### src/verilog/cpu_settings.svh
`ifndef CPU_SETTINGS_SVH
`define CPU_SETTINGS_SVH

// architectural word width
`define CPU_XLEN 32

// integer register file size, x0 included
`define CPU_REG_COUNT 32

// first fetch address after reset
`define CPU_RESET_PC 32'h0000_0000

// addi x0, x0, 0
// loaded into the decode register on reset and on a flush
`define CPU_NOP 32'h0000_0013

`endif

### src/verilog/cpu_pkg.sv
`default_nettype none

package cpu_pkg;

  // rv32i major opcodes that the core decodes
  typedef enum logic [6:0] {
    OP_LOAD   = 7'b0000011,
    OP_IMM    = 7'b0010011,
    OP_STORE  = 7'b0100011,
    OP_REG    = 7'b0110011,
    OP_LUI    = 7'b0110111,
    OP_BRANCH = 7'b1100011,
    OP_JAL    = 7'b1101111
  } opcode_t;

  typedef enum logic [3:0] {
    ALU_ADD,
    ALU_SUB,
    ALU_AND,
    ALU_OR,
    ALU_XOR,
    ALU_SLT,
    ALU_PASSB
  } alu_op_t;

  typedef enum logic [2:0] {IMM_I, IMM_S, IMM_B, IMM_U, IMM_J} imm_sel_t;

  // RES_MEM also marks a load for the hazard unit
  typedef enum logic [1:0] {RES_ALU, RES_MEM, RES_PC4} result_sel_t;

  // PC_BRANCH only when the branch is taken
  typedef enum logic [1:0] {PC_SEQ, PC_BRANCH, PC_JUMP} pc_sel_t;

  // source of an E-stage operand
  typedef enum logic [1:0] {FWD_REG, FWD_W, FWD_M} fwd_sel_t;

endpackage

`default_nettype wire

### src/verilog/hazard.sv
`default_nettype none
`include "cpu_settings.svh"

module hazard (
  input  wire  [$clog2(`CPU_REG_COUNT)-1:0] d_rs1,
  input  wire  [$clog2(`CPU_REG_COUNT)-1:0] d_rs2,
  input  wire  [$clog2(`CPU_REG_COUNT)-1:0] e_rs1,
  input  wire  [$clog2(`CPU_REG_COUNT)-1:0] e_rs2,
  input  wire  [$clog2(`CPU_REG_COUNT)-1:0] e_rd,
  input  wire  [$clog2(`CPU_REG_COUNT)-1:0] m_rd,
  input  wire  [$clog2(`CPU_REG_COUNT)-1:0] w_rd,
  input  wire                               d_jal,
  input  wire  cpu_pkg::pc_sel_t            e_pc_sel,
  input  wire  cpu_pkg::result_sel_t        e_result_sel,
  input  wire                               m_reg_write,
  input  wire                               w_reg_write,
  output cpu_pkg::fwd_sel_t                 e_fwd1_sel,
  output cpu_pkg::fwd_sel_t                 e_fwd2_sel,
  output logic                              f_stall,
  output logic                              d_stall,
  output logic                              d_flush,
  output logic                              e_flush
);
  import cpu_pkg::*;

  localparam int RW = $clog2(`CPU_REG_COUNT);

  logic load_use;
  logic load_stall;
  logic taken;

  // newest writer wins, x0 never forwards
  function automatic fwd_sel_t fwd_for(
    input logic [RW-1:0] src,
    input logic          m_we,
    input logic [RW-1:0] m_dst,
    input logic          w_we,
    input logic [RW-1:0] w_dst
  );
    if (m_we && m_dst != '0 && m_dst == src) return FWD_M;
    if (w_we && w_dst != '0 && w_dst == src) return FWD_W;
    return FWD_REG;
  endfunction

  assign e_fwd1_sel = fwd_for(e_rs1, m_reg_write, m_rd, w_reg_write, w_rd);
  assign e_fwd2_sel = fwd_for(e_rs2, m_reg_write, m_rd, w_reg_write, w_rd);

  assign load_use = (e_result_sel == RES_MEM) && e_rd != '0 &&
                    (e_rd == d_rs1 || e_rd == d_rs2);

  // jal reads no registers, its rs fields are immediate bits
  assign load_stall = load_use && !d_jal;
  assign taken      = (e_pc_sel == PC_BRANCH);

  assign f_stall = load_stall;
  assign d_stall = load_stall;
  assign d_flush = d_jal || taken;
  assign e_flush = load_stall || taken;

  stall_flush_excl: assert final (!(d_stall && d_flush));

endmodule

`default_nettype wire

### config.mk
export PLATFORM = sky130hd
export DESIGN_NAME = hazard
export DESIGN_NICKNAME = d
export VERILOG_FILES = /design/src/verilog/cpu_pkg.sv /design/src/verilog/hazard.sv
export VERILOG_INCLUDE_DIRS = /design/src /design/src/verilog
export SDC_FILE = /design/constraint.sdc
export NUM_CORES = 1
export LEC_CHECK = 0
export BUFFER_PORTS_ARGS = -buffer_cell sky130_fd_sc_hd__buf_2
export CAP_MARGIN = 40
export CORE_AREA = 3 3 40 42
export DETAILED_ROUTE_END_ITERATION = 10
export DIE_AREA = 0 0 43 45
export PLACE_DENSITY = 0.75
export SLEW_MARGIN = 20
export SYNTH_ARGS = -nofsm -noshare
export SYNTH_HDL_FRONTEND = slang
export SYNTH_SLANG_ARGS = --single-unit
### constraint.sdc
create_clock -name vclk -period 2.13
set_input_delay 0.426 -clock vclk [all_inputs]
set_output_delay 0.426 -clock vclk [all_outputs]
set_load 0.02 [all_outputs]
==> impl_metrics.env <==
export IMPL_grt_pass1_wl_um=2450
export IMPL_yosys_top_cells_count="xor2_1 (24), xnor2_1 (6), or4_1 (4)"
export IMPL_maxSlewViolCount=0
export IMPL_fp_dieH_um=45
export IMPL_violations="negative setup slack"
export IMPL_grtUsageMet1=0.148
export IMPL_finalCriticalPeriod_ns=2.15
export IMPL_whs_ns=1.17
export IMPL_holdBufCountCts=0
export IMPL_grt_overflow_total=0
export IMPL_cp_required_ns=1.70
export IMPL_drt_wl_total_um=1680
export IMPL_end_kind="primary output"
export IMPL_placed_cells=123
export IMPL_setup_viol=1
export IMPL_drive_gt1_frac=0.574
export IMPL_yosys_warnings=0
export IMPL_boundaryPins=50
export IMPL_yosysTopAreaCellShare=0.483
export IMPL_layout_nets=152
export IMPL_layout_cells_non_filler=123
export IMPL_viasPerCell=4.96
export IMPL_antenna_found_initial=0
export IMPL_area_growth_pct=79.3
export IMPL_finalCritPeriodShare=1.01
export IMPL_synth_nets=97
export IMPL_top_usage_layer="met2"
export IMPL_hold_viol=0
export IMPL_wl_per_cell_um=13.6
export IMPL_place_hpwl_um=1440
export IMPL_clock_buffers=0
export IMPL_yosysMostFrequentCell="xor2_1"
export IMPL_place_congestion=0.770
export IMPL_arrival_ns=1.73
export IMPL_rsz0062_at_grt="yes"
export IMPL_synth_avg_cell_area_um2=7.92
export IMPL_run_status="complete, but fails checks"
export IMPL_maxCapViolCount=0
export IMPL_netlist_top_cell_by_area="xor2_1"
export IMPL_rows=13
export IMPL_synth_cell_types=15
export IMPL_p_leak_nw=0.384
export IMPL_vias=610
export IMPL_grt_max_degree=4
export IMPL_die_width_um=43
export IMPL_ys_seq_area_frac=0
export IMPL_worst_pin_slew_ns=0.576
export IMPL_worstPathMaxFanout=2
export IMPL_hp_class="input port to primary output"
export IMPL_portBuffers=50
export IMPL_synth_area_leaders="xor2_1 (48%), xnor2_1 (12%), or4_1 (6.9%)"
export IMPL_antenna_cells=0
export IMPL_final_seq_area_um2=0
export IMPL_grtUsageTotal=0.158
export IMPL_peakVddDrop_uv=99.9
export IMPL_drc_errors=0
export IMPL_worstSetupPathType="input port to primary output"
export IMPL_power_per_cell_area_nw_per_um2=188
export IMPL_worst_slack_ns=-0.0223
export IMPL_worstSetupStartpointType="input port"
export IMPL_initial_utilization=0.339
export IMPL_grt_met3_usage=0.0359
export IMPL_cts_setup_buffers=0
export IMPL_grt_pass1_vias=648
export IMPL_core_um2=1280
export IMPL_max_slew_margin=0.612
export IMPL_ant_nets=0
export IMPL_firstDrtPassIters=2
export IMPL_synthesis_area_um2=435
export IMPL_flops_and_latches=0
export IMPL_drt_iter0_drc=3
export IMPL_die_area_um2=1940
export IMPL_maxClockFrequency_mhz=465
export IMPL_postSynthCellCount=55
export IMPL_grt_use_met2=0.338
export IMPL_power_w=0.000147
export IMPL_fin_util=0.608
==> metrics by stage <==
stage	setup WS [ns]	instance area [um^2]	setup TNS [ns]
floorplan	0.0112	442	0
CTS	0.000299	737	0
global placement	0.00705	733	0
detailed placement	-0.0204	733	-0.0340
global route	-0.0658	781	-0.127
finish	-0.0223	781	-0.0223
==> placed cells by master, fill, tap and decap left out <==
cell type | synthesis | layout
buf_6 | 0 | 1
nor3_1 | 2 | 2
or4_1 | 4 | 3
nor4_1 | 3 | 1
xnor2_1 | 6 | 6
o21ai_1 | 1 | 1
nand3_1 | 2 | 2
nor4_2 | 2 | 3
or4_4 | 1 | 2
a22oi_1 | 1 | 1
buf_4 | 1 | 7
o41ai_2 | 0 | 1
nor2_1 | 3 | 3
o21ai_4 | 0 | 1
buf_2 | 0 | 46
nor4_4 | 0 | 1
xor2_1 | 24 | 24
nand2b_1 | 3 | 3
==> what timing repair did <==
item,CTS,global route
pin swaps,2,3
resized for setup,1,9
endpoints found under the setup margin,2,3
==> metal layers <==
layer	routed length, um	vias up
met2	986	32
met3	164	0
met1	524	274
li1	-	304
met5	0	-
met4	0	0
==> report_power, final <==
part           total (W)  switching (W)  internal (W)  leakage (nW)
clock                  0              0             0             0
sequential             0              0             0             0
combinational   0.000147      0.0000722     0.0000743         0.384
total           0.000147      0.0000722     0.0000743         0.384
==> critical path: stages <==
cell	delay [ns]
buf_2	0.12
xor2_1	0.16
or4_4	0.53
nor4_4	0.29
buf_4	0.19
==> worst paths after layout <==
kind | slack [ns] | cells past startpoint | endpoint | start
worst max-delay path | -0.02 | 5 | e_fwd2_sel[0] | e_rs2[4]
worst min-delay path | 1.17 | 3 | f_stall | e_result_sel[1]
==> kinds of logic after synthesis <==
logic type,synth area share
xor+xnor,0.603
buf+inv,0.0172
simple gates,0.310
compound gates,0.0690
==> final cells by class <==
| class | instances | area, um^2 |
|---|---|---|
| Fill cell | 110 | 504 |
| Multi-Input combinational cell | 54 | 468 |
| Timing Repair Buffer | 54 | 294 |
| Tap cell | 15 | 18.8 |
Power figures use the tool's default switching activity.
