===== src/verilog/cpu_settings.svh =====
`ifndef CPU_SETTINGS_SVH
`define CPU_SETTINGS_SVH

// architectural word width
`define CPU_XLEN 32

// integer register file size, x0 included
`define CPU_REG_COUNT 32

// first fetch address after reset
`define CPU_RESET_PC 32'h0000_0000

// addi x0, x0, 0
// loaded into the decode register on reset and on a flush
`define CPU_NOP 32'h0000_0013

`endif


===== src/verilog/cpu_pkg.sv =====
`default_nettype none

package cpu_pkg;

  // rv32i major opcodes that the core decodes
  typedef enum logic [6:0] {
    OP_LOAD   = 7'b0000011,
    OP_IMM    = 7'b0010011,
    OP_STORE  = 7'b0100011,
    OP_REG    = 7'b0110011,
    OP_LUI    = 7'b0110111,
    OP_BRANCH = 7'b1100011,
    OP_JAL    = 7'b1101111
  } opcode_t;

  typedef enum logic [3:0] {
    ALU_ADD,
    ALU_SUB,
    ALU_AND,
    ALU_OR,
    ALU_XOR,
    ALU_SLT,
    ALU_PASSB
  } alu_op_t;

  typedef enum logic [2:0] {IMM_I, IMM_S, IMM_B, IMM_U, IMM_J} imm_sel_t;

  // RES_MEM also marks a load for the hazard unit
  typedef enum logic [1:0] {RES_ALU, RES_MEM, RES_PC4} result_sel_t;

  // PC_BRANCH only when the branch is taken
  typedef enum logic [1:0] {PC_SEQ, PC_BRANCH, PC_JUMP} pc_sel_t;

  // source of an E-stage operand
  typedef enum logic [1:0] {FWD_REG, FWD_W, FWD_M} fwd_sel_t;

endpackage

`default_nettype wire


===== src/verilog/controller.sv =====
`default_nettype none
`include "cpu_settings.svh"

module controller (
  input  wire                         clk,
  input  wire                         rst_n,
  input  wire  [`CPU_XLEN-1:0]        d_inst,
  input  wire                         e_zero,
  input  wire                         e_neg,
  input  wire                         e_flush,
  output logic                        mreq,
  output logic                        write,
  output cpu_pkg::imm_sel_t           d_imm_sel,
  output logic                        d_jal,
  output cpu_pkg::alu_op_t            e_alu_op,
  output logic                        e_alu_src,
  output cpu_pkg::pc_sel_t            e_pc_sel,
  output cpu_pkg::result_sel_t        e_result_sel,
  output logic                        m_reg_write,
  output cpu_pkg::result_sel_t        w_result_sel,
  output logic                        w_reg_write
);
  import cpu_pkg::*;

  opcode_t     opcode;
  logic [2:0]  funct3;
  alu_op_t     d_alu_op;
  logic        d_alu_src;
  result_sel_t d_result_sel;
  logic        d_reg_write;
  logic        d_mem_req;
  logic        d_mem_write;
  logic        d_branch;
  logic        e_reg_write;
  logic        e_mem_req;
  logic        e_mem_write;
  logic        e_branch;
  logic        e_jump;
  logic [2:0]  e_funct3;
  logic        e_taken;
  result_sel_t m_result_sel;

  // shared by register and immediate forms
  function automatic alu_op_t alu_from_funct3(input logic [2:0] f3, input logic sub);
    case (f3)
      3'b010:  return ALU_SLT;
      3'b100:  return ALU_XOR;
      3'b110:  return ALU_OR;
      3'b111:  return ALU_AND;
      default: return sub ? ALU_SUB : ALU_ADD;
    endcase
  endfunction

  assign opcode = opcode_t'(d_inst[6:0]);
  assign funct3 = d_inst[14:12];

  always_comb begin
    d_imm_sel    = IMM_I;
    d_jal        = 1'b0;
    d_alu_op     = ALU_ADD;
    d_alu_src    = 1'b0;
    d_result_sel = RES_ALU;
    d_reg_write  = 1'b0;
    d_mem_req    = 1'b0;
    d_mem_write  = 1'b0;
    d_branch     = 1'b0;
    case (opcode)
      OP_REG: begin
        d_alu_op    = alu_from_funct3(funct3, d_inst[30]);
        d_reg_write = 1'b1;
      end
      OP_IMM: begin
        d_alu_op    = alu_from_funct3(funct3, 1'b0);
        d_alu_src   = 1'b1;
        d_reg_write = 1'b1;
      end
      OP_LUI: begin
        d_imm_sel   = IMM_U;
        d_alu_op    = ALU_PASSB;
        d_alu_src   = 1'b1;
        d_reg_write = 1'b1;
      end
      OP_LOAD: begin
        d_alu_src    = 1'b1;
        d_result_sel = RES_MEM;
        d_reg_write  = 1'b1;
        d_mem_req    = 1'b1;
      end
      OP_STORE: begin
        d_imm_sel   = IMM_S;
        d_alu_src   = 1'b1;
        d_mem_req   = 1'b1;
        d_mem_write = 1'b1;
      end
      OP_BRANCH: begin
        d_imm_sel = IMM_B;
        d_alu_op  = ALU_SUB;
        d_branch  = 1'b1;
      end
      OP_JAL: begin
        d_imm_sel    = IMM_J;
        d_jal        = 1'b1;
        d_result_sel = RES_PC4;
        d_reg_write  = 1'b1;
      end
      default: ;
    endcase
  end

  // E stage, a flush turns the slot into a bubble
  always_ff @(posedge clk) begin
    if (!rst_n || e_flush) begin
      e_alu_op     <= ALU_ADD;
      e_alu_src    <= 1'b0;
      e_result_sel <= RES_ALU;
      e_reg_write  <= 1'b0;
      e_mem_req    <= 1'b0;
      e_mem_write  <= 1'b0;
      e_branch     <= 1'b0;
      e_jump       <= 1'b0;
    end else begin
      e_alu_op     <= d_alu_op;
      e_alu_src    <= d_alu_src;
      e_result_sel <= d_result_sel;
      e_reg_write  <= d_reg_write;
      e_mem_req    <= d_mem_req;
      e_mem_write  <= d_mem_write;
      e_branch     <= d_branch;
      e_jump       <= d_jal;
    end
    e_funct3 <= funct3;
  end

  // branch condition from the subtract flags
  always_comb begin
    case (e_funct3)
      3'b000:  e_taken = e_zero;
      3'b001:  e_taken = !e_zero;
      3'b100:  e_taken = e_neg;
      3'b101:  e_taken = !e_neg;
      default: e_taken = 1'b0;
    endcase
  end

  // jal already redirected in D, PC_JUMP only marks the link write
  assign e_pc_sel = e_jump ? PC_JUMP : (e_branch && e_taken) ? PC_BRANCH : PC_SEQ;

  always_ff @(posedge clk) begin
    if (!rst_n) begin
      m_reg_write  <= 1'b0;
      m_result_sel <= RES_ALU;
      mreq         <= 1'b0;
      write        <= 1'b0;
      w_reg_write  <= 1'b0;
      w_result_sel <= RES_ALU;
    end else begin
      m_reg_write  <= e_reg_write;
      m_result_sel <= e_result_sel;
      mreq         <= e_mem_req;
      write        <= e_mem_write;
      w_reg_write  <= m_reg_write;
      w_result_sel <= m_result_sel;
    end
  end

  write_has_mreq: assert property (
    @(posedge clk) disable iff (!rst_n) write |-> mreq
  );

endmodule

`default_nettype wire


===== config.mk =====
export PLATFORM = sky130hd
export DESIGN_NAME = controller
export DESIGN_NICKNAME = d
export VERILOG_FILES = /design/src/verilog/cpu_pkg.sv /design/src/verilog/controller.sv
export VERILOG_INCLUDE_DIRS = /design/src /design/src/verilog
export SDC_FILE = /design/constraint.sdc
export NUM_CORES = 1
export LEC_CHECK = 0
export BUFFER_PORTS_ARGS = -buffer_cell sky130_fd_sc_hd__buf_2
export CAP_MARGIN = 20
export CORE_AREA = 4 4 49 60
export DETAILED_ROUTE_END_ITERATION = 12
export DIE_AREA = 0 0 53 64
export PLACE_DENSITY = 0.72
export SYNTH_ARGS = -nofsm -noshare
export SYNTH_HDL_FRONTEND = slang
export SYNTH_SLANG_ARGS = --single-unit

===== constraint.sdc =====
create_clock -name clk -period 1 [get_ports clk]
set_input_delay 0.1 -clock clk [delete_from_list [all_inputs] [get_ports clk]]
set_output_delay 0.1 -clock clk [all_outputs]
set_load 0.01 [all_outputs]

==> key figures, run 1 <==
Outcome
  – Status: complete, but fails checks
  – Failing checks: setup timing

Yosys
  – Top cell type by total area after synthesis: dfxtp_1
  – Yosys cell types: 32
  – Synthesis Warnings: 0
  – Seq/Total Area, Yosys: between 50% and 60%
  – Seq cells post-synth: 21
  – Syn_area_per_cell: around 10 sq um
  – Cell Area, Synth: roughly 830 sq um
  – Post-synth EDFFs: 0
  – Synth area leaders: dfxtp_1 (50%), and2_1 (7.5%), buf_4 (3.6%)
  – Synth Flop Type: dfxtp_1
  – Mapped Nets: roughly 120
  – Share of the synthesized area in the top cell type: around half
  – Async S/R FF share, synth: 0%
  – Gate Count Post-Synth: 81

Setup path
  – Worst stage delay on the critical path: about 0.34 ns
  – Worst path bufs/invs: 1
  – Critical Path RT: around 0.90 ns
  – Type of destination of the critical path: output port
  – Crit-path leading delay family: flip-flops
  – Kind of critical path: register to output port
  – CP cell instances: mux2i_1 > xor2_1 > nor4b_2 > buf_2
  – R2R setup slack: 0.42 ns
  – Worst setup SP type: register
  – R2R Path End: m_result_sel[1]
  – Crit path max fanout: 1
  – CP max-delay cell: dfxtp_2
  – Worst flop-to-flop path startpoint: e_result_sel[1]
  – Worst EP arrival: 1.29 ns
  – Worst R2R Path Depth: 1

Layout
  – Fillcell total: between 200 and 250
  – Ratio of cells with drive above 1 in the final layout: between 40 and 50%
  – Total Nets Final: between 150 and 200
  – P&R area growth vs syn: 40.39%
  – Layout Utilization: roughly half
  – Cell Count, Final, Fillers Out: about 160
  – Ant. Diodes: 0

STA
  – Setup skew after layout: between 0.005 and 0.006 ns
  – Max Freq: 718.9 MHz
  – Final Hold Vio Count: 0
  – Setup TNS: -0.3910 ns
  – Max-slew violation count: 0
  – Min Tclk post-route: 1.391 ns
  – Final period util: 139.1%
  – Final WS setup: -0.3910 ns
  – RSZ-0062 raised after global routing: true
  – Final Setup Violations: 1

Hold path
  – Min-Delay Startpoint: rst_n
  – Hold depth: 2
  – Hold EP: m_reg_write
  – Hold WC Path Type: primary input to register

Power and ir drop
  – PD cells: 1194 nW/um^2
  – Comb pwr share: approximately an eighth
  – Maximum VDD drop: approximately 0.60 mV
  – Sequential power share: between 60% and 70%
  – Sw Share: approximately 22%
  – Switch Pwr: about 0.30 mW
  – Internal Power: around 1.1 mW
  – Leak: 0.5652 nW
  – Clock power frac: a little over a quarter

CTS
  – Reg clk slew, reported paths: ~0.11 ns
  – Root Driver: clkbuf_4
  – TritonCTS clock tree: yes
  – Max Buffers Root-to-Sink: 2
  – CTS H-tree lvls: 1
  – Num CTS Buffers: 3
  – Worst skew pair latency: between 0.2 and 0.3 ns
  – Clock sink total: 21

Global route
  – Grt ovf: 0
  – First-pass GRT wire length: about 2600 um
  – Initial antenna violation count: 0
  – Gr usage total: 9.991%
  – Largest net degree at the start of global routing: 12
  – Vias in the first global route: 609

Routing
  – Drt first-iter violations: 1
  – Vias: 685
  – DR pass1 iterations: 3
  – Vias per cell: 4.335
  – Final wirelength: 1604 um
  – Antenna-violating nets left: 0
  – Drt wl/cell: around 10 um
  – Post-route DRC violation count: 0

Die
  – Die height: 64 um
  – FP Rows: 20
  – Die width: approximately 53 um
  – I/O pins: between 50 and 60
  – Core box area: approximately 2400 sq um
  – Die ar.: around 3400 sq um
  – Initial Util: between 30% and 40%

Placement
  – Worst slack, placed: -0.08650 ns
  – IO buf count: 33
  – Dpl cells: roughly 150
  – GPL Wtd Cong: roughly 0.77
  – Detailed Place HPWL: between 1000 and 1500 um

Job
  – Max-cap violations: 0
timing repair:
action / in CTS / in global routing
gates cloned: 0 / 0
hold endpoints to repair: 3 / 0
hold buffers: 3 / 0
pin swaps: 0 / 2
resized for setup: 4 / 5
buffers inserted: 0 / 2
setup endpoints to repair: 3 / 5
placed cells by master (no fill, tap or decap), drive strengths merged, types with 2 or more instances in the layout:
cell type / count
inv: 3
buf: 44
dlygate4sd3: 3
xnor2: 2
nor4b: 2
a21oi: 3
nand2: 4
nor2b: 2
or3: 2
clkbuf: 4
nor2: 5
nand3b: 2
and2: 10
mux2i: 2
a21boi: 2
dfxtp: 21
synthesized netlist by cell type (2+ instances only):
master	n
nor2_1	5
xnor2_1	2
mux2i_1	2
buf_2	2
buf_4	4
a21oi_1	3
nor2b_1	2
and2_1	10
a21boi_0	2
nor4b_1	2
inv_1	3
dfxtp_1	21
nand2_1	4
how the worst max path moves through the flow:
stage,start,end,cells after the start
2_1_floorplan,e_funct3[2],e_pc_sel[0],3
3_3_place_gp,e_funct3[2],e_pc_sel[0],4
3_5_place_dp,e_funct3[2],e_pc_sel[0],4
4_1_cts,e_funct3[2],e_pc_sel[0],4
5_1_grt,e_funct3[2],e_pc_sel[0],4
6_report,e_funct3[2],e_pc_sel[0],4
flip-flops by register name, indices dropped and copies added, names as in the netlist:
register,count
e_alu_op,3
e_alu_src,1
e_branch,1
e_funct3,3
e_mem_req,1
e_mem_write,1
e_reg_write,1
e_result_sel,2
m_reg_write,1
m_result_sel,2
mreq,1
w_reg_write,1
w_result_sel,2
write,1
metal layers:
| layer | vias up | share of wire (%) | track usage, % |
|---|---|---|---|
| li1 | 357 | - | - |
| met3 | 2 | 8.0 | 1.865 |
| met4 | 0 | 0.87 | 3.834 |
| met5 | - | 0 | 0 |
| met1 | 302 | 39 | 11.85 |
| met2 | 24 | 52 | 17.24 |
layout make-up:
class | count | area, sq um | share of cell area [%]
inverter | 3 | 13.76 | 1.176
multi-input combinational | 50 | 367.9 | 31.44
timing repair buffer | 47 | 299.0 | 25.56
clock buffer | 4 | 26.28 | 2.246
sequential | 21 | 421.7 | 36.04
tap | 33 | 41.29 | 3.529
power by group through the flow:
stage               combinational [mW]  sequential [mW]  clock, mW
detailed placement               0.154            0.867          0
finish                           0.173            0.847      0.376
global placement                 0.151            0.866          0
floorplan                       0.0803            0.867          0
CTS                              0.167            0.848      0.389
global route                     0.194            0.849      0.422
logic make-up after synthesis:
family	after synthesis	share of synthesized area, %
AO/OA/AOI/OAI	10	8.558
XOR/XNOR	3	3.154
buffers and inverters	10	7.508
flip-flops	21	50.45
multiplexers	2	2.402
other	1	0.4500
AND/OR/NAND/NOR	34	27.48
per-stage QoR:
step	cell area [sq um]	hold slack, ns	power [mW]
6_report	1170	0.08044	1.397
3_5_place_dp	1071	0.2431	1.021
3_3_place_gp	1071	0.2464	1.018
4_1_cts	1147	0.07521	1.403
2_1_floorplan	848.3	0.1277	0.9473
5_1_grt	1170	0.08287	1.465
Note: power is estimated with default switching activity, not from simulation.
==> inputs of run 2 (changes only) <==
--- a/config.mk
+++ b/config.mk
@@ -8,10 +8,11 @@
 export LEC_CHECK = 0
 export BUFFER_PORTS_ARGS = -buffer_cell sky130_fd_sc_hd__buf_2
 export CAP_MARGIN = 20
-export CORE_AREA = 4 4 49 60
+export CORE_AREA = 4 4 46 56
 export DETAILED_ROUTE_END_ITERATION = 12
-export DIE_AREA = 0 0 53 64
-export PLACE_DENSITY = 0.72
+export DIE_AREA = 0 0 50 60
+export MAX_ROUTING_LAYER = met4
+export PLACE_DENSITY = 0.78
 export SYNTH_ARGS = -nofsm -noshare
 export SYNTH_HDL_FRONTEND = slang
 export SYNTH_SLANG_ARGS = --single-unit
==> constraint.sdc (replaced) <==
create_clock -name clk -period 1.6 [get_ports clk]
set_input_delay 0.16 -clock clk [delete_from_list [all_inputs] [get_ports clk]]
set_output_delay 0.16 -clock clk [all_outputs]
set_load 0.01 [all_outputs]
==> key figures, run 2 (synthesized netlist as in run 1, its figures left out) <==
Routing
  – Met2 routed WL: 706 um
  – Antenna-violating nets left: 0
  – Drt wl/cell: about 11 um
  – Drt first-iter violations: 23
  – M1 WL: approximately 680 um
  – DR WL met3: approximately 100 um
  – Post-route DRC violation count: 0
  – Vias: between 600 and 700
  – Vias per cell: 4.613
  – DR pass1 iterations: 4
  – Top routing layer in use: met4
  – Final wirelength: about 1500 um

Global route
  – Grt ovf: 0
  – Largest net degree at the start of global routing: 12
  – First-pass GRT wire length: 2580 um
  – Vias in the first global route: slightly above 600
  – Gr usage total: 11.56%
  – Initial antenna violation count: 0

STA
  – Setup TNS: 0 ns
  – Final Hold Vio Count: 0
  – Max Freq: 688.0 MHz
  – RSZ-0062 raised after global routing: false
  – Final period util: between 90% and 100%
  – Min Tclk post-route: roughly 1.5 ns
  – Max-slew violation count: 0
  – Final Setup Violations: 0
  – Setup skew after layout: 0.0003580 ns

Placement
  – Detailed Place HPWL: roughly 1200 um
  – GPL Wtd Cong: between 0.7 and 0.8
  – IO buf count: 33

Hold path
  – Hold WC Path Type: primary input to register

CTS
  – Max Buffers Root-to-Sink: 2
  – Root Driver: clkbuf_4
  – CTS H-tree lvls: 1
  – Clock sink total: 21
  – Worst skew pair latency: slightly below 0.3 ns
  – # Post-CTS Setup Buffers: 0
  – Num CTS Buffers: 3
  – TritonCTS clock tree: yes
  – Reg clk slew, reported paths: roughly 0.1 ns

Die
  – I/O pins: between 50 and 60
  – Core box area: ~2000 sq um
  – Die width: 50 um
  – Die ar.: approximately 3000 sq um
  – Die height: around 60 um
  – Initial Util: 40.66%
  – FP Rows: 18

Setup path
  – Worst EP arrival: 1.29 ns
  – Worst setup SP type: register
  – Worst stage delay on the critical path: around 0.34 ns
  – Crit path max fanout: 1
  – CP cell instances: mux2i_1 > xor2_1 > nor4b_2 > buf_2
  – Type of destination of the critical path: output port
  – Kind of critical path: register to output port
  – Critical Path RT: 1.44 ns
  – CP max-delay cell: dfxtp_1

Power and ir drop
  – Clock power frac: 28.4%
  – PD cells: around 830 nW/um^2
  – Maximum VDD drop: around 0.40 mV
  – Switch Pwr: around 0.19 mW
  – Power after layout: about 0.85 mW
  – Sequential power share: 62.0%
  – Comb pwr share: 9.6%
  – Leak: about 0.50 nW
  – Sw Share: roughly 22%
  – Internal Power: approximately 0.66 mW

Layout
  – Most frequent cells in the layout: buf_2 (33), dfxtp_1 (21), and2_1 (10)
  – P&R area growth vs syn: 23.27%
  – Total Nets Final: 150
  – Area of the multi-input gates: 356.6 sq um
  – Ratio of cells with drive above 1 in the final layout: a little under two fifths
  – Top Registers: e_alu_op (3), e_funct3 (3)
  – Register area: 420.4 sq um
  – Most common cell after layout, fill and taps aside: buf_2
  – Fillcell total: around 200
  – Ant. Diodes: 0

Outcome
  – Status: complete, no violations

Job
  – Max-cap violations: 0
## run 2: cell count changes in the layout (fill, tap and decap cells not counted), moves of 2 or more
cell	delta
dlygate4sd3_1	-2
buf_2	+4
buf_6	-3
buf_4	-12
## run 2: layer usage
metal,up-vias,track usage (%)
li1,333,-
met1,291,13.34
met2,29,18.47
met3,2,2.743
met4,0,6.324
met5,-,-
## run 2: stage by stage
| stage | utilization [%] | setup slack [ns] | hold WS (ns) | area, sq um | instances |
|---|---|---|---|---|---|
| after floorplan | - | 0.3982 | 0.1877 | 833.3 | 81 |
| after global placement | 48.05 | 0.3396 | 0.3046 | 984.7 | 137 |
| after detailed placement | 48.05 | 0.3436 | 0.3116 | 984.7 | 137 |
| after CTS | 49.82 | 0.07035 | 0.02083 | 1021 | 142 |
| after global routing | 50.12 | 0.04352 | 0.01011 | 1027 | 142 |
| final | 50.12 | 0.1465 | 0.03424 | 1027 | 142 |
## run 2: final timing paths
kind | start | end | slack [ns] | cells past startpoint
worst max-delay path | e_funct3[2] | e_pc_sel[0] | 0.15 | 4
worst max register to register | e_result_sel[1] | m_result_sel[1] | 1.02 | 1
worst min register to register | m_result_sel[0] | w_result_sel[0] | 0.44 | 1
worst min-delay path | d_inst[14] | e_funct3[2] | 0.03 | 1
## run 2: layout make-up
type	instances	area share, %
flip-flops and latches	21	40.93
multi-input cells	50	34.71
repair buffers	34	17.05
well taps	30	3.654
clock buffers	4	2.558
inverters	3	1.096
## run 2: worst max-delay path, delay by kind of cell (launching register included)
| kind | cells | cell delay [ns] |
|---|---|---|
| multiplexers | 1 | 0.20 |
| buffers and inverters | 1 | 0.17 |
| flip-flops | 1 | 0.34 |
| AND/OR/NAND/NOR | 1 | 0.20 |
| XOR/XNOR | 1 | 0.09 |
## run 2: timing repair
item                                   in CTS  in global routing
hold buffers                                1                  0
resized for setup                           0                  1
endpoints found under the hold margin       1                  0
setup endpoints to repair                   0                  1
## run 2: power groups by stage
stage               Clock, mW  Sequential, mW  Combinational, mW
floorplan                   0           0.542             0.0487
global placement            0           0.541             0.0765
detailed placement          0           0.541             0.0784
CTS                     0.251           0.529             0.0809
global route            0.280           0.531             0.0911
finish                  0.242           0.529             0.0817
